**src/common/ss_map_pkg.sv**
```systemverilog
////////////////////
// Console A-bus window, region in address bits 14..12
// Word offsets in bits 5..2, half-words in bits 5..1
////////////////////
package ss_map_pkg;

	// Regions
	localparam logic [2:0] SS_RGN_CDC = 3'b000;
	localparam logic [2:0] SS_RGN_REG = 3'b111;

	////////////////////
	// CDC word offsets
	////////////////////
	localparam logic [3:0] SS_CDC_FIFO = 4'd0;
	localparam logic [3:0] SS_CDC_HIRQ = 4'd2;
	localparam logic [3:0] SS_CDC_MASK = 4'd3;
	localparam logic [3:0] SS_CDC_CR1  = 4'd6;
	localparam logic [3:0] SS_CDC_CR2  = 4'd7;
	localparam logic [3:0] SS_CDC_CR3  = 4'd8;
	localparam logic [3:0] SS_CDC_CR4  = 4'd9;

	////////////////////
	// REG offsets
	////////////////////
	// ID and version are half-words inside word 0
	localparam logic [4:0] SS_REG_ID    = 5'd0;
	localparam logic [4:0] SS_REG_VER   = 5'd1;
	localparam logic [3:0] SS_REG_CTRL  = 4'd1;
	localparam logic [3:0] SS_REG_FSTAT = 4'd2;
	localparam logic [3:0] SS_REG_CMD   = 4'd4;
	localparam logic [3:0] SS_REG_DATA  = 4'd5;
	localparam logic [3:0] SS_REG_FIFO  = 4'd6;

	// Console ctrl after reset
	localparam logic [15:0] SS_CTRL_RESET = 16'h0100;

	typedef enum logic [3:0] {
		SS_OP_NONE, SS_OP_READ, SS_OP_CTRL_WR, SS_OP_HIRQ_AND, SS_OP_MASK_WR,
		SS_OP_CR_WR, SS_OP_CMD_WR, SS_OP_DATA_WR, SS_OP_FIFO_WR, SS_OP_FIFO_RD
	} ss_op_e;

	// Console is big endian, FIFO words are stored little endian
	function automatic logic [15:0] byte_swap(input logic [15:0] w);
		return {w[7:0], w[15:8]};
	endfunction

endpackage

```
**src/common/st_map_pkg.sv**
```systemverilog
////////////////////
// Microcontroller register map, byte offsets on a 16-bit port
// Odd offsets are never decoded
////////////////////
package st_map_pkg;

	// Identity words, also seen from the console side
	localparam logic [15:0] ST_ID_WORD  = 16'h5253;
	localparam logic [15:0] ST_VER_WORD = 16'h1205;

	////////////////////
	// Offsets
	////////////////////
	localparam logic [7:0] ST_OFF_ID       = 8'h00;
	localparam logic [7:0] ST_OFF_VER      = 8'h02;
	localparam logic [7:0] ST_OFF_CTRL     = 8'h04;
	localparam logic [7:0] ST_OFF_STAT     = 8'h06;
	localparam logic [7:0] ST_OFF_FIFO     = 8'h08;
	localparam logic [7:0] ST_OFF_FSTAT    = 8'h0c;
	localparam logic [7:0] ST_OFF_RCNT     = 8'h0e;
	localparam logic [7:0] ST_OFF_SS_CMD   = 8'h10;
	localparam logic [7:0] ST_OFF_SS_DATA  = 8'h12;
	localparam logic [7:0] ST_OFF_SS_CTRL  = 8'h14;
	// CR1..CR4, read only here
	localparam logic [7:0] ST_OFF_CR1      = 8'h18;
	localparam logic [7:0] ST_OFF_CR2      = 8'h1a;
	localparam logic [7:0] ST_OFF_CR3      = 8'h1c;
	localparam logic [7:0] ST_OFF_CR4      = 8'h1e;
	// Responses, console reads them at the CR slots
	localparam logic [7:0] ST_OFF_RESP1    = 8'h20;
	localparam logic [7:0] ST_OFF_RESP2    = 8'h22;
	localparam logic [7:0] ST_OFF_RESP3    = 8'h24;
	localparam logic [7:0] ST_OFF_RESP4    = 8'h26;
	localparam logic [7:0] ST_OFF_HIRQ     = 8'h28;
	localparam logic [7:0] ST_OFF_MASK     = 8'h2a;
	localparam logic [7:0] ST_OFF_HIRQ_CLR = 8'h2c;

	// Ctrl bits, flag enables share positions with status and ack
	localparam int CTRL_CDC_EN   = 0;
	localparam int CTRL_CMD_EN   = 1;
	localparam int CTRL_FIFO_EN  = 2;
	localparam int CTRL_FIFO_RST = 8;
	// 1 = console to microcontroller
	localparam int CTRL_FIFO_DIR = 9;

	typedef enum logic [3:0] {
		ST_OP_NONE, ST_OP_READ, ST_OP_CTRL_WR, ST_OP_IRQ_ACK,
		ST_OP_FIFO_WR, ST_OP_FIFO_RD, ST_OP_RCNT_CLR, ST_OP_CMD_CLR,
		ST_OP_DATA_WR, ST_OP_RESP_WR, ST_OP_HIRQ_SET, ST_OP_HIRQ_CLR
	} st_op_e;

endpackage

```
**src/cdc/cdc_fifo.sv**
```systemverilog
////////////////////
// Depth 2**FIFO_AW, full is reported apart from usedw
// Head is valid only while not empty
////////////////////
module cdc_fifo #(
	parameter int FIFO_AW = 6
) (
	input  logic               mclk,
	input  logic               ST_ALE,
	input  logic               fifo_dir,
	input  logic               fifo_clr,
	input  st_map_pkg::st_op_e st_op,
	input  logic [15:0]        st_wdata,
	input  ss_map_pkg::ss_op_e ss_op,
	input  logic [15:0]        ss_wdata,
	output logic [15:0]        fifo_head,
	output logic [FIFO_AW-1:0] fifo_usedw,
	output logic               fifo_full,
	output logic               fifo_empty,
	output logic [15:0]        rcnt
);
	import st_map_pkg::*;
	import ss_map_pkg::*;

	localparam int DEPTH = 1 << FIFO_AW;

	logic [15:0]      mem [DEPTH];
	logic [FIFO_AW:0] wr_ptr;
	logic [FIFO_AW:0] rd_ptr;
	logic [FIFO_AW:0] count;
	logic [15:0]      wr_word;
	logic             wr_en;
	logic             rd_en;

	// Direction 0: st pushes, console pops. Direction 1 the reverse
	assign wr_en = !fifo_full
		&& (fifo_dir ? (ss_op == SS_OP_FIFO_WR) : (st_op == ST_OP_FIFO_WR));
	assign rd_en = !fifo_empty
		&& (fifo_dir ? (st_op == ST_OP_FIFO_RD) : (ss_op == SS_OP_FIFO_RD));
	assign wr_word = fifo_dir ? byte_swap(ss_wdata) : st_wdata;

	// Extra pointer bit tells full from empty
	assign count      = wr_ptr - rd_ptr;
	assign fifo_usedw = count[FIFO_AW-1:0];
	assign fifo_full  = count[FIFO_AW];
	assign fifo_empty = (count == '0);
	// Show-ahead
	assign fifo_head  = mem[rd_ptr[FIFO_AW-1:0]];

	always_ff @(posedge mclk)
	begin
		if (wr_en)
			mem[wr_ptr[FIFO_AW-1:0]] <= wr_word;
	end

	always_ff @(posedge mclk or posedge ST_ALE)
	begin
		if (ST_ALE)
		begin
			wr_ptr <= '0;
			rd_ptr <= '0;
			rcnt   <= '0;
		end
		else
		begin
			if (fifo_clr)
			begin
				wr_ptr <= '0;
				rd_ptr <= '0;
			end
			else
			begin
				if (wr_en)
					wr_ptr <= wr_ptr + 1'b1;
				if (rd_en)
					rd_ptr <= rd_ptr + 1'b1;
			end
			// counts every console FIFO read, empty or not
			if (st_op == ST_OP_RCNT_CLR)
				rcnt <= '0;
			else if (ss_op == SS_OP_FIFO_RD)
				rcnt <= rcnt + 1'b1;
		end
	end

endmodule

```
**src/cdc/cdc_regs.sv**
```systemverilog
////////////////////
// HIRQ priority when both sides hit it: st set, st clear, ss AND
////////////////////
module cdc_regs (
	input  logic               mclk,
	input  logic               ST_ALE,
	input  st_map_pkg::st_op_e st_op,
	input  logic [1:0]         st_idx,
	input  logic [15:0]        st_wdata,
	input  ss_map_pkg::ss_op_e ss_op,
	input  logic [1:0]         ss_idx,
	input  logic [15:0]        ss_wdata,
	input  logic               fifo_empty,
	output logic [15:0]        st_ctrl,
	output logic [15:0]        st_stat,
	output logic [15:0]        ss_ctrl,
	output logic [15:0]        ss_cmd,
	output logic [15:0]        ss_data,
	output logic [15:0]        hirq,
	output logic [15:0]        hirq_mask,
	output logic [3:0][15:0]   cr,
	output logic [3:0][15:0]   resp,
	output logic               fifo_dir,
	output logic               fifo_clr,
	output logic               st_irq,
	output logic               ss_irq
);
	import st_map_pkg::*;
	import ss_map_pkg::*;

	logic flag_cdc;
	logic flag_cmd;
	logic flag_fifo;
	logic fifo_empty_d;
	logic fifo_drained;
	logic ack;

	assign ack          = (st_op == ST_OP_IRQ_ACK);
	// FIFO just went empty
	assign fifo_drained = fifo_empty && !fifo_empty_d;

	assign fifo_dir = st_ctrl[CTRL_FIFO_DIR];
	// Held clear for as long as the bit stays set
	assign fifo_clr = st_ctrl[CTRL_FIFO_RST];

	////////////////////
	// Interrupt flags
	////////////////////
	// Set beats a same-cycle ack
	always_ff @(posedge mclk or posedge ST_ALE)
	begin
		if (ST_ALE)
		begin
			flag_cdc     <= 1'b0;
			flag_cmd     <= 1'b0;
			flag_fifo    <= 1'b0;
			fifo_empty_d <= 1'b1;
		end
		else
		begin
			fifo_empty_d <= fifo_empty;
			// Console wrote CR4, command complete
			if (ss_op == SS_OP_CR_WR && ss_idx == 2'd3)
				flag_cdc <= 1'b1;
			else if (ack)
				flag_cdc <= flag_cdc & ~st_wdata[CTRL_CDC_EN];
			if (ss_op == SS_OP_CMD_WR)
				flag_cmd <= 1'b1;
			else if (ack)
				flag_cmd <= flag_cmd & ~st_wdata[CTRL_CMD_EN];
			if (fifo_drained)
				flag_fifo <= 1'b1;
			else if (ack)
				flag_fifo <= flag_fifo & ~st_wdata[CTRL_FIFO_EN];
		end
	end

	assign st_stat = {1'b0, st_irq, 11'd0, flag_fifo, flag_cmd, flag_cdc};
	assign st_irq  = |(st_ctrl[2:0] & {flag_fifo, flag_cmd, flag_cdc});
	assign ss_irq  = |(hirq & hirq_mask);

	////////////////////
	// Control registers
	////////////////////
	always_ff @(posedge mclk or posedge ST_ALE)
	begin
		if (ST_ALE)
		begin
			st_ctrl   <= '0;
			ss_ctrl   <= SS_CTRL_RESET;
			ss_cmd    <= '0;
			ss_data   <= '0;
			hirq      <= '0;
			hirq_mask <= '0;
		end
		else
		begin
			if (st_op == ST_OP_CTRL_WR)
				st_ctrl <= st_wdata;
			if (ss_op == SS_OP_CTRL_WR)
				ss_ctrl <= ss_wdata;
			if (ss_op == SS_OP_MASK_WR)
				hirq_mask <= ss_wdata;
			// Mailbox, st clear wins over a console write
			if (st_op == ST_OP_CMD_CLR)
				ss_cmd <= '0;
			else if (ss_op == SS_OP_CMD_WR)
				ss_cmd <= ss_wdata;
			// Data word, console wins
			if (ss_op == SS_OP_DATA_WR)
				ss_data <= ss_wdata;
			else if (st_op == ST_OP_DATA_WR)
				ss_data <= st_wdata;
			if (st_op == ST_OP_HIRQ_SET)
				hirq <= hirq | st_wdata;
			else if (st_op == ST_OP_HIRQ_CLR)
				hirq <= hirq & ~st_wdata;
			else if (ss_op == SS_OP_HIRQ_AND)
				hirq <= hirq & ss_wdata;
		end
	end

	// Command and response words
	always_ff @(posedge mclk)
	begin
		if (ss_op == SS_OP_CR_WR)
			cr[ss_idx] <= ss_wdata;
		if (st_op == ST_OP_RESP_WR)
			resp[st_idx] <= st_wdata;
	end

endmodule

```
**src/source/read_mux.sv**
```systemverilog
////////////////////
// Read word sampled in the request cycle, valid the next cycle
////////////////////
module read_mux #(
	parameter int FIFO_AW = 6
) (
	input  logic               mclk,
	input  logic               ST_ALE,
	input  st_map_pkg::st_op_e st_op,
	input  logic [7:0]         st_addr,
	input  ss_map_pkg::ss_op_e ss_op,
	input  logic [14:1]        ss_addr,
	input  logic [15:0]        st_ctrl,
	input  logic [15:0]        st_stat,
	input  logic [15:0]        ss_ctrl,
	input  logic [15:0]        ss_cmd,
	input  logic [15:0]        ss_data,
	input  logic [15:0]        hirq,
	input  logic [15:0]        hirq_mask,
	input  logic [3:0][15:0]   cr,
	input  logic [3:0][15:0]   resp,
	input  logic [15:0]        fifo_head,
	input  logic [FIFO_AW-1:0] fifo_usedw,
	input  logic               fifo_full,
	input  logic [15:0]        rcnt,
	output logic [15:0]        st_rdata,
	output logic               st_rvalid,
	output logic [15:0]        ss_rdata,
	output logic               ss_rvalid
);
	import st_map_pkg::*;
	import ss_map_pkg::*;

	logic        st_rd;
	logic        ss_rd;
	logic [15:0] fifo_stat;
	logic [15:0] st_word;
	logic [15:0] ss_word;
	logic [2:0]  ss_rgn;
	logic [3:0]  ss_woff;
	logic [4:0]  ss_hoff;
	logic [3:0]  ss_cr_off;

	assign st_rd     = (st_op == ST_OP_READ) || (st_op == ST_OP_FIFO_RD);
	assign ss_rd     = (ss_op == SS_OP_READ) || (ss_op == SS_OP_FIFO_RD);
	assign fifo_stat = 16'({fifo_full, fifo_usedw});
	assign ss_rgn    = ss_addr[14:12];
	assign ss_woff   = ss_addr[5:2];
	assign ss_hoff   = ss_addr[5:1];
	assign ss_cr_off = ss_woff - SS_CDC_CR1;

	////////////////////
	// st view
	////////////////////
	always_comb
	begin
		case (st_addr)
			ST_OFF_ID:      st_word = ST_ID_WORD;
			ST_OFF_VER:     st_word = ST_VER_WORD;
			ST_OFF_CTRL:    st_word = st_ctrl;
			ST_OFF_STAT:    st_word = st_stat;
			ST_OFF_FIFO:    st_word = fifo_head;
			ST_OFF_FSTAT:   st_word = fifo_stat;
			ST_OFF_RCNT:    st_word = rcnt;
			ST_OFF_SS_CMD:  st_word = ss_cmd;
			ST_OFF_SS_DATA: st_word = ss_data;
			ST_OFF_SS_CTRL: st_word = ss_ctrl;
			ST_OFF_CR1, ST_OFF_CR2, ST_OFF_CR3, ST_OFF_CR4:
				st_word = cr[st_addr[2:1]];
			// Responses read back too
			ST_OFF_RESP1, ST_OFF_RESP2, ST_OFF_RESP3, ST_OFF_RESP4:
				st_word = resp[st_addr[2:1]];
			ST_OFF_HIRQ:    st_word = hirq;
			ST_OFF_MASK:    st_word = hirq_mask;
			default:        st_word = 16'hffff;
		endcase
	end

	////////////////////
	// Console view
	////////////////////
	always_comb
	begin
		ss_word = 16'h0000;
		if (ss_rgn == SS_RGN_REG)
		begin
			// Half-word decode first, it sits inside word 0
			if (ss_hoff == SS_REG_ID)
				ss_word = ST_ID_WORD;
			else if (ss_hoff == SS_REG_VER)
				ss_word = ST_VER_WORD;
			else
				case (ss_woff)
					SS_REG_CTRL:  ss_word = ss_ctrl;
					SS_REG_FSTAT: ss_word = fifo_stat;
					SS_REG_CMD:   ss_word = ss_cmd;
					SS_REG_DATA:  ss_word = ss_data;
					SS_REG_FIFO:  ss_word = byte_swap(fifo_head);
					default:      ss_word = 16'h0000;
				endcase
		end
		else if (ss_rgn == SS_RGN_CDC)
		begin
			case (ss_woff)
				SS_CDC_FIFO: ss_word = byte_swap(fifo_head);
				SS_CDC_HIRQ: ss_word = hirq;
				SS_CDC_MASK: ss_word = hirq_mask;
				// Console reads responses where it wrote CRs
				SS_CDC_CR1, SS_CDC_CR2, SS_CDC_CR3, SS_CDC_CR4:
					ss_word = resp[ss_cr_off[1:0]];
				default:     ss_word = 16'h0000;
			endcase
		end
	end

	always_ff @(posedge mclk or posedge ST_ALE)
	begin
		if (ST_ALE)
		begin
			st_rvalid <= 1'b0;
			ss_rvalid <= 1'b0;
		end
		else
		begin
			st_rvalid <= st_rd;
			ss_rvalid <= ss_rd;
		end
	end

	// Data holds until the next read on that side
	always_ff @(posedge mclk)
	begin
		if (st_rd)
			st_rdata <= st_word;
		if (ss_rd)
			ss_rdata <= ss_word;
	end

endmodule

```
**src/source/ss_bridge_top.sv**
```systemverilog
////////////////////
// Both ports arrive synchronous to mclk as one-cycle strobes
////////////////////
module ss_bridge_top #(
	parameter int FIFO_AW = 6
) (
	input  logic        mclk,
	input  logic        ST_ALE,
	input  logic        st_req,
	input  logic        st_we,
	input  logic [7:0]  st_addr,
	input  logic [15:0] st_wdata,
	output logic [15:0] st_rdata,
	output logic        st_rvalid,
	output logic        st_irq,
	input  logic        ss_req,
	input  logic        ss_we,
	input  logic        ss_cs2,
	input  logic [14:1] ss_addr,
	input  logic [15:0] ss_wdata,
	output logic [15:0] ss_rdata,
	output logic        ss_rvalid,
	output logic        ss_irq
);
	import st_map_pkg::*;
	import ss_map_pkg::*;

	// Decoded opcodes
	st_op_e              st_op;
	logic [1:0]          st_idx;
	ss_op_e              ss_op;
	logic [1:0]          ss_idx;
	// Register file
	logic [15:0]         st_ctrl;
	logic [15:0]         st_stat;
	logic [15:0]         ss_ctrl;
	logic [15:0]         ss_cmd;
	logic [15:0]         ss_data;
	logic [15:0]         hirq;
	logic [15:0]         hirq_mask;
	logic [3:0][15:0]    cr;
	logic [3:0][15:0]    resp;
	// FIFO
	logic                fifo_dir;
	logic                fifo_clr;
	logic [15:0]         fifo_head;
	logic [FIFO_AW-1:0]  fifo_usedw;
	logic                fifo_full;
	logic                fifo_empty;
	logic [15:0]         rcnt;

	st_decode st_decode_inst (.*);

	ss_decode ss_decode_inst (.*);

	cdc_regs cdc_regs_inst (.*);

	cdc_fifo #(
		.FIFO_AW (FIFO_AW)
	) cdc_fifo_inst (.*);

	read_mux #(
		.FIFO_AW (FIFO_AW)
	) read_mux_inst (.*);

endmodule

```
**src/source/ss_decode.sv**
```systemverilog
////////////////////
// Only the CDC and REG regions decode, ss_cs2 low drops the access
////////////////////
module ss_decode (
	input  logic               ss_req,
	input  logic               ss_we,
	input  logic               ss_cs2,
	input  logic [14:1]        ss_addr,
	output ss_map_pkg::ss_op_e ss_op,
	output logic [1:0]         ss_idx
);
	import ss_map_pkg::*;

	logic       hit;
	logic [2:0] rgn;
	logic [3:0] woff;
	logic       fifo_off;

	assign hit  = ss_req && ss_cs2;
	assign rgn  = ss_addr[14:12];
	assign woff = ss_addr[5:2];

	// FIFO is reachable from both regions
	assign fifo_off = (rgn == SS_RGN_CDC && woff == SS_CDC_FIFO)
		|| (rgn == SS_RGN_REG && woff == SS_REG_FIFO);

	// CR1..CR4 at words 6..9
	assign ss_idx = 2'(woff - SS_CDC_CR1);

	always_comb
	begin
		ss_op = SS_OP_NONE;
		if (hit && !ss_we)
			ss_op = fifo_off ? SS_OP_FIFO_RD : SS_OP_READ;
		else if (hit && fifo_off)
			ss_op = SS_OP_FIFO_WR;
		else if (hit && rgn == SS_RGN_CDC)
		begin
			case (woff)
				SS_CDC_HIRQ:
					ss_op = SS_OP_HIRQ_AND;
				SS_CDC_MASK:
					ss_op = SS_OP_MASK_WR;
				SS_CDC_CR1, SS_CDC_CR2, SS_CDC_CR3, SS_CDC_CR4:
					ss_op = SS_OP_CR_WR;
				default:
					ss_op = SS_OP_NONE;
			endcase
		end
		else if (hit && rgn == SS_RGN_REG)
		begin
			case (woff)
				SS_REG_CTRL:
					ss_op = SS_OP_CTRL_WR;
				SS_REG_CMD:
					ss_op = SS_OP_CMD_WR;
				SS_REG_DATA:
					ss_op = SS_OP_DATA_WR;
				default:
					ss_op = SS_OP_NONE;
			endcase
		end
	end

endmodule

```
**src/source/st_decode.sv**
```systemverilog
////////////////////
// One access per st_req cycle, no back-pressure
////////////////////
module st_decode (
	input  logic               st_req,
	input  logic               st_we,
	input  logic [7:0]         st_addr,
	output st_map_pkg::st_op_e st_op,
	output logic [1:0]         st_idx
);
	import st_map_pkg::*;

	// Response slot, 20..26 maps to 0..3
	assign st_idx = st_addr[2:1];

	always_comb
	begin
		st_op = ST_OP_NONE;
		if (st_req && !st_we)
		begin
			// FIFO read pops, every other read is plain
			if (st_addr == ST_OFF_FIFO)
				st_op = ST_OP_FIFO_RD;
			else
				st_op = ST_OP_READ;
		end
		else if (st_req)
		begin
			case (st_addr)
				ST_OFF_CTRL:
					st_op = ST_OP_CTRL_WR;
				ST_OFF_STAT:
					st_op = ST_OP_IRQ_ACK;
				ST_OFF_FIFO:
					st_op = ST_OP_FIFO_WR;
				ST_OFF_RCNT:
					st_op = ST_OP_RCNT_CLR;
				// Any write here clears the console command
				ST_OFF_SS_CMD:
					st_op = ST_OP_CMD_CLR;
				ST_OFF_SS_DATA:
					st_op = ST_OP_DATA_WR;
				ST_OFF_RESP1, ST_OFF_RESP2, ST_OFF_RESP3, ST_OFF_RESP4:
					st_op = ST_OP_RESP_WR;
				ST_OFF_HIRQ:
					st_op = ST_OP_HIRQ_SET;
				ST_OFF_HIRQ_CLR:
					st_op = ST_OP_HIRQ_CLR;
				// Writes to read-only or unmapped offsets drop
				default:
					st_op = ST_OP_NONE;
			endcase
		end
	end

endmodule

```
**config.mk**
```make
export PLATFORM = sky130hd
export DESIGN_NAME = ss_bridge_top
export DESIGN_NICKNAME = d
export VERILOG_FILES = /design/src/common/ss_map_pkg.sv /design/src/common/st_map_pkg.sv /design/src/cdc/cdc_fifo.sv /design/src/cdc/cdc_regs.sv /design/src/source/read_mux.sv /design/src/source/ss_bridge_top.sv /design/src/source/ss_decode.sv /design/src/source/st_decode.sv
export SDC_FILE = /design/constraint.sdc
export NUM_CORES = 1
export LEC_CHECK = 0
export BUFFER_PORTS_ARGS = -buffer_cell sky130_fd_sc_hd__buf_2
export CAP_MARGIN = 30
export CORE_MARGIN = 2
export CORE_UTILIZATION = 63
export DETAILED_ROUTE_END_ITERATION = 8
export PLACE_DENSITY = 0.8
export SKIP_LAST_GASP = 1
export SLEW_MARGIN = 30
export SYNTH_ARGS = -nofsm -noshare
export SYNTH_HDL_FRONTEND = slang
export SYNTH_SLANG_ARGS = --single-unit
```
**constraint.sdc**
```tcl
create_clock -name mclk -period 6.94 [get_ports mclk]
set_input_delay 0.347 -clock mclk [delete_from_list [all_inputs] [get_ports mclk]]
set_output_delay 0.347 -clock mclk [all_outputs]
set_load 0.05 [all_outputs]
```
# Word-level counts from Yosys, hierarchy flattened
# Memory sizes are Yosys's and may differ from the RTL's.
# Index checks and enable logic that the tools add are counted.
totals:
  word_cells: 194
  mem_bits_rw: 1024
  ff_bits: 292
  mem_count: 1
memory_table:
  columns: ["memory", "depth", "word_bits", "read_ports", "rd_ports_with_merged_regs", "write_ports", "line", "source"]
  rows:
  - ["cdc_fifo_inst.mem", 64, 16, 1, 0, 1, "cdc_fifo.sv:27", "logic [15:0] mem [DEPTH];"]
op_classes:
  muxes: 54
  bitwise: 12
  addsub: 5
  n_eq_ne: 52
  magnitude_cmp: 4
  n_reduce_logical: 41
ops:
  columns: ["op", "n"]
  rows:
  - ["2-to-1 mux 16 bit", 19]
  - ["case mux 16 bit (14 select lines)", 1]
  - ["bitwise mux 64 bit", 2]
  - ["binary-select mux 16 bit (select 2 bit)", 3]
  - ["case mux 16 bit (5 select lines)", 1]
  - ["demux 16 bit (select 2 bit)", 2]
  - ["case mux 16 bit (4 select lines)", 1]
  - ["equality test 8 x 5 -> 1 bit (second input constant)", 7]
  - ["equality test 8 x 6 -> 1 bit (second input constant)", 7]
  - ["bitwise AND 16 bit", 3]
  - ["equality test 4 x 3 -> 1 bit (second input constant)", 12]
  - ["case mux 4 bit (9 select lines)", 1]
  - ["equality test 4 bit (second input constant)", 8]
  - ["2-to-1 mux 4 bit", 7]
  - ["2-to-1 mux 7 bit", 4]
  - ["equality test 4 x 2 -> 1 bit (second input constant)", 6]
  - ["equality test 8 x 4 -> 1 bit (second input constant)", 3]
  - ["case mux 3 bit (3 select lines)", 2]
  - ["adder 16 x 1 -> 16 bit (second input constant)", 1]
  - ["equality test 8 x 3 -> 1 bit (second input constant)", 2]
  - ["NOT 16 bit", 1]
  - ["OR 16 bit", 1]
  - ["nonzero test 2 bit", 8]
  - ["OR reduction 16 bit", 1]
  - ["other kinds (26)", 65]

# Logic depth before layout (Yosys ltp)
logic_depth:
  depth_word: 11
  mapped_depth: 15
  mapped_depth_nobuf: 10

# Hierarchy
# Synthesis repeated with hierarchy kept, for this count alone.
hier_totals:
  hier_cells: 2834
  area_unflattened_um2: 54608.6
by_module_without_submodules:
  columns: ["module", "area_each_um2", "cells_per_inst", "n_inst", "seq_area_each_um2"]
  rows:
  - ["cdc_fifo", 41129.4, 1810, 1, 31500.2]
  - ["cdc_regs", 8403.1, 505, 1, 6348.6]
  - ["read_mux", 4690.7, 459, 1, 1011.0]
  - ["st_decode", 201.4, 32, 1, 0.0]
  - ["ss_decode", 183.9, 28, 1, 0.0]

# Least setup slack after synthesis
# Ideal clock, no wire load.
synth_path:
  kind: "register to register"
  startpoint: "register cdc_fifo_inst.rd_ptr[1]"
  endpoint: "memory cdc_fifo_inst.mem[60][0] (enable)"
  setup_ns: 0.389
  slack_ns: 2.147
  period_less_slack_ns: 4.793
  arrival_time_ns: 4.404
  stages_incl_launch_ff: 16
  path_cell_list: "dfrtp_1 > clkbuf_1 > clkbuf_1 > buf_2 > buf_2 > buf_1 > inv_1 > fa_1 > a21o_1 > a21oi_1 > nand4b_1 > and3_1 > clkbuf_1 > clkbuf_1 > nand4_1 > nor2_1"
synth_between:
  elab_chain_cells: 5
synth_rtl:
  columns: ["item", "line", "source"]
  rows:
  - ["start, declared", "cdc_fifo.sv:29", "logic [FIFO_AW:0] rd_ptr;"]
  - ["start signal, assigned", "cdc_fifo.sv:76", "rd_ptr <= rd_ptr + 1'b1;"]
  - ["subtractor 7 bit", "cdc_fifo.sv:43", "assign count = wr_ptr - rd_ptr;"]
  - ["logical NOT 1 bit", "cdc_fifo.sv:36", "assign wr_en = !fifo_full"]
  - ["logical AND 1 bit", "cdc_fifo.sv:37", "&& (fifo_dir ? (ss_op == SS_OP_FIFO_WR) : (st_op == ST_OP_FIFO_WR));"]
  - ["2-to-1 mux 1 bit", "cdc_fifo.sv:52", "if (wr_en)"]
  - ["2-to-1 mux 1 bit (not written as such)", "cdc_fifo.sv:53", "mem[wr_ptr[FIFO_AW-1:0]] <= wr_word;"]
  - ["end, declared", "cdc_fifo.sv:27", null]
# No other way between the ends.

# Worst setup path in the final report
layout_path:
  startpoint: "register cdc_fifo_inst.rd_ptr[3]"
  endpoint: "memory cdc_fifo_inst.mem[34][9] (enable)"
# The elaborated chain is that of the path after synthesis.

==> impl_metrics.json <==
{
  "outcome": "complete, but fails checks",
  "violations": "DRC",
  "clk_latency_ns": 0.76,
  "grt_pass1_wl_microns": 219000,
  "antenna_found_initial": 2,
  "clk_pin_slew_worst_paths_ns": 0.07,
  "dominantRegCellSynth": "edfxtp_1",
  "crit_buf_inv": 2,
  "fmax_mhz": 195,
  "yosys_warnings": 0,
  "cts_tree": "built",
  "yosysSeqAreaShare": 0.714,
  "p_switching_uw": 4240,
  "p_total_uw": 17800,
  "crit_path_start_kind": "flop",
  "final_common_cell": "edfxtp_1",
  "cp_top_family": "simple AND/OR/NAND/NOR gates",
  "syn-num-nets": 2941,
  "max_stage_delay_ns": 0.88,
  "rr_worst_depth": 8,
  "dieArea_sq_um": 88700,
  "critPathRequiredTime_ns": 7.37,
  "place_ws_ns": 2.19,
  "async_reset_ff_frac": 0.100,
  "powerDensity_nw_per_um2": 290,
  "slew_violations": 0,
  "cts_buffer_depth": 3,
  "drive_gt1_frac": 0.287,
  "portBuffers": 90,
  "hp-class": "in -> reg",
  "final_cell_mix": "edfxtp_1 (1184), mux4_2 (350), nor2_1 (141), clkbuf_16 (135)",
  "max-slew-margin-rel": 0.275,
  "synth.distinct_cells": 88,
  "finalWirelength_microns": 149000,
  "hold_path_depth": 1,
  "initial_core_util": 0.637,
  "cts_buffers": 131,
  "grt_use_total": 0.345,
  "io_pins": 97,
  "grt_setup_unrepaired": "no",
  "grt_pass1_vias": 31300,
  "path_max_fanout": 30,
  "drt_iter0_drc": 4460,
  "p_comb_frac": 0.094,
  "vdd_drop_max_uv": 304,
  "period_minus_slack_ns": 5.13,
  "synth_area_per_cell_sq_um": 19.0,
  "final_nets": 3153,
  "crit_chain": "inv_4, ha_1, a21oi_1, nand4b_1, and3_1, nand4_1, nor2_1, buf_4",
  "seq_power_share": 0.509,
  "power_leakage_uw": 0.0200,
  "vias_per_cell": 7.09,
  "route.detailed.drc": 3,
  "r2r-end": "cdc_fifo_inst.mem[34][9]$_DFFE_PP_",
  "die_w_microns": 298,
  "cts_setup_buffers": 0,
  "synth_edf_count": 1184,
  "netlist_area_sq_um": 54400,
  "ant_nets": 0,
  "hold_start": "ss_wdata[1]",
  "dpl_cell_area_sq_um": 56800,
  "switching_share": 0.238,
  "syn_to_final_growth_pct": 12.8,
  "finalHoldViolations": 0,
  "avgRoutedWirePerCell_microns": 34.5,
  "fill_cells": 4960,
  "grt_max_degree": 139,
  "slowest_stage": "dfrtp_1",
  "tightestPinTransition_ns": 1.08,
  "stdcell_area_sq_um": 61400,
  "crit_path_end_kind": "flop",
  "rrSetupSlack_ns": 1.81,
  "p_int_uw": 13500,
  "tns_ns": 0,
  "maxCapViolations": 0,
  "worstSetupPathType": "reg -> reg",
  "fp.coreArea_sq_um": 85400,
  "fin_hold_ws_ns": 0.0658,
  "h-tree-depth": 4,
  "grt.overflow.total": 0,
  "fp.dieH_microns": 298,
  "first_pass_iters": 9,
  "arrival_ns": 5.56,
  "setup_violations": 0,
  "clockPowerShare": 0.397,
  "finalWorstSetupSlack_ns": 1.81,
  "regToRegStartpoint": "cdc_fifo_inst.rd_ptr[3]$_DFFE_PP0P_",
  "finClkSkew_ns": 0.0319,
  "dp_hpwl_microns": 90600,
  "postSynthRegisterBits": 1316,
  "num_rows": 107,
  "syn-instance-count": 2870,
  "min_to": "cdc_regs_inst.cr[17]$_DFFE_PP_",
  "vias": 30700,
  "finalCritPeriodShare": 0.739,
  "cts-root-buf": "clkbuf_16",
  "gp_congestion": 1.05,
  "clkSinkCount": 1316
}
## synthesized netlist by cell type, types with 8 or more instances
master,n,area (sq um)
inv_1,39,146
mux2_2,77,867
edfxtp_1,1184,35600
nor4_1,9,56.3
nor2b_1,14,87.6
and3_1,9,56.3
mux2_1,13,146
a221oi_1,22,193
a22oi_1,32,240
and2_1,10,62.6
mux4_2,350,7880
mux2i_1,41,410
nor3_1,24,120
o221a_1,8,90.1
o211ai_1,9,67.6
a21oi_1,65,325
clkbuf_1,91,342
buf_1,28,105
ha_1,9,113
buf_4,9,67.6
a211oi_1,13,97.6
buf_2,32,160
nand3_1,50,250
a22o_1,27,236
o221ai_1,9,78.8
dfrtp_1,130,3250
o2111ai_1,8,70.1
nor2_1,146,548
o221a_2,8,90.1
o2bb2ai_1,10,87.6
nand4_1,19,119
a2111oi_0,8,70.1
a222oi_1,24,240
or3_1,10,62.6
nor2_2,10,62.6
nand2_1,122,458
xnor2_1,13,114
nand2b_1,12,75.1
o21ai_0,59,295
## timing repair
item	4_1_cts	5_1_grt
hold buffers	24	0
hold endpoints to repair	180	0
resized for setup	0	0
## power groups by stage
stage                     Combinational (uW)  Sequential (uW)  Clock (uW)
after floorplan                          965             9240           0
after global placement                  1520             9200           0
after detailed placement                1610             9210           0
after CTS                               1640             9040        7110
after global routing                    1750             9050        7390
final                                   1670             9040        7060
## worst max-delay path by stage
stage | start | end | slack, ns | depth (start not counted)
floorplan | cdc_fifo_inst.rd_ptr[1]$_DFFE_PP0P_ | cdc_fifo_inst.mem[60][0]$_DFFE_PP_ | 2.15 | 15
global placement | ss_req | cdc_fifo_inst.mem[34][10]$_DFFE_PP_ | 2.35 | 9
detailed placement | cdc_fifo_inst.rd_ptr[3]$_DFFE_PP0P_ | cdc_fifo_inst.mem[34][15]$_DFFE_PP_ | 2.19 | 8
CTS | cdc_fifo_inst.rd_ptr[3]$_DFFE_PP0P_ | cdc_fifo_inst.mem[34][2]$_DFFE_PP_ | 2.17 | 8
global route | cdc_fifo_inst.rd_ptr[3]$_DFFE_PP0P_ | cdc_fifo_inst.mem[34][2]$_DFFE_PP_ | 1.77 | 8
finish | cdc_fifo_inst.rd_ptr[3]$_DFFE_PP0P_ | cdc_fifo_inst.mem[34][9]$_DFFE_PP_ | 1.81 | 8
## logic make-up (layout without fill, tap and decap cells)
logic type,count (synthesis),count (layout),share of synthesized area
XOR/XNOR,17,17,0.00274
multiplexers,481,481,0.171
other,0,1,0
buffers and inverters,209,524,0.0166
AND/OR/NAND/NOR,479,479,0.0435
flip-flops,1316,1316,0.714
AO/OA/AOI/OAI,358,358,0.0495
adder cells (fa/ha/maj),10,10,0.00244
## per-stage QoR
step / util / cells
floorplan: - / 2870
global placement: 0.665 / 4066
global route: 0.719 / 4329
detailed placement: 0.665 / 4066
finish: 0.719 / 4330
CTS: 0.718 / 4326
## state kept, by name (all words and copies together), names as in the netlist
signal                      cells
cdc_fifo_inst.mem            1024
cdc_fifo_inst.rcnt             16
cdc_fifo_inst.rd_ptr            7
cdc_fifo_inst.wr_ptr            7
cdc_regs_inst.cr               64
cdc_regs_inst.fifo_empty_d      1
cdc_regs_inst.flag_cdc          1
cdc_regs_inst.flag_cmd          1
cdc_regs_inst.flag_fifo         1
cdc_regs_inst.hirq             16
cdc_regs_inst.hirq_mask        16
cdc_regs_inst.resp             64
cdc_regs_inst.ss_cmd           16
cdc_regs_inst.ss_ctrl          16
cdc_regs_inst.ss_data          16
cdc_regs_inst.st_ctrl          16
read_mux_inst.ss_rdata         16
read_mux_inst.ss_rvalid         1
read_mux_inst.st_rdata         16
read_mux_inst.st_rvalid         1
## layer usage
metal	GRT usage	share of wire	vias up	wire [microns]
met5	0.00162	0.000080	-	12
met4	0.176	0.056	2	8380
met3	0.0696	0.10	447	15300
met2	0.558	0.49	2188	73700
met1	0.452	0.35	15700	52000
li1	-	-	12300	-
## cell type report
type                       count  area (sq um)  area share
tap                         1144          1430      0.0233
sequential                  1316         38900       0.633
clock buffer                 179          3600      0.0587
inverter                      42           165     0.00269
multi-input combinational   1345         14900       0.243
antenna                        1          2.50   0.0000408
clock inverter                57           672      0.0109
timing repair buffer         246          1720      0.0280
Power figures use the tool's default switching activity.
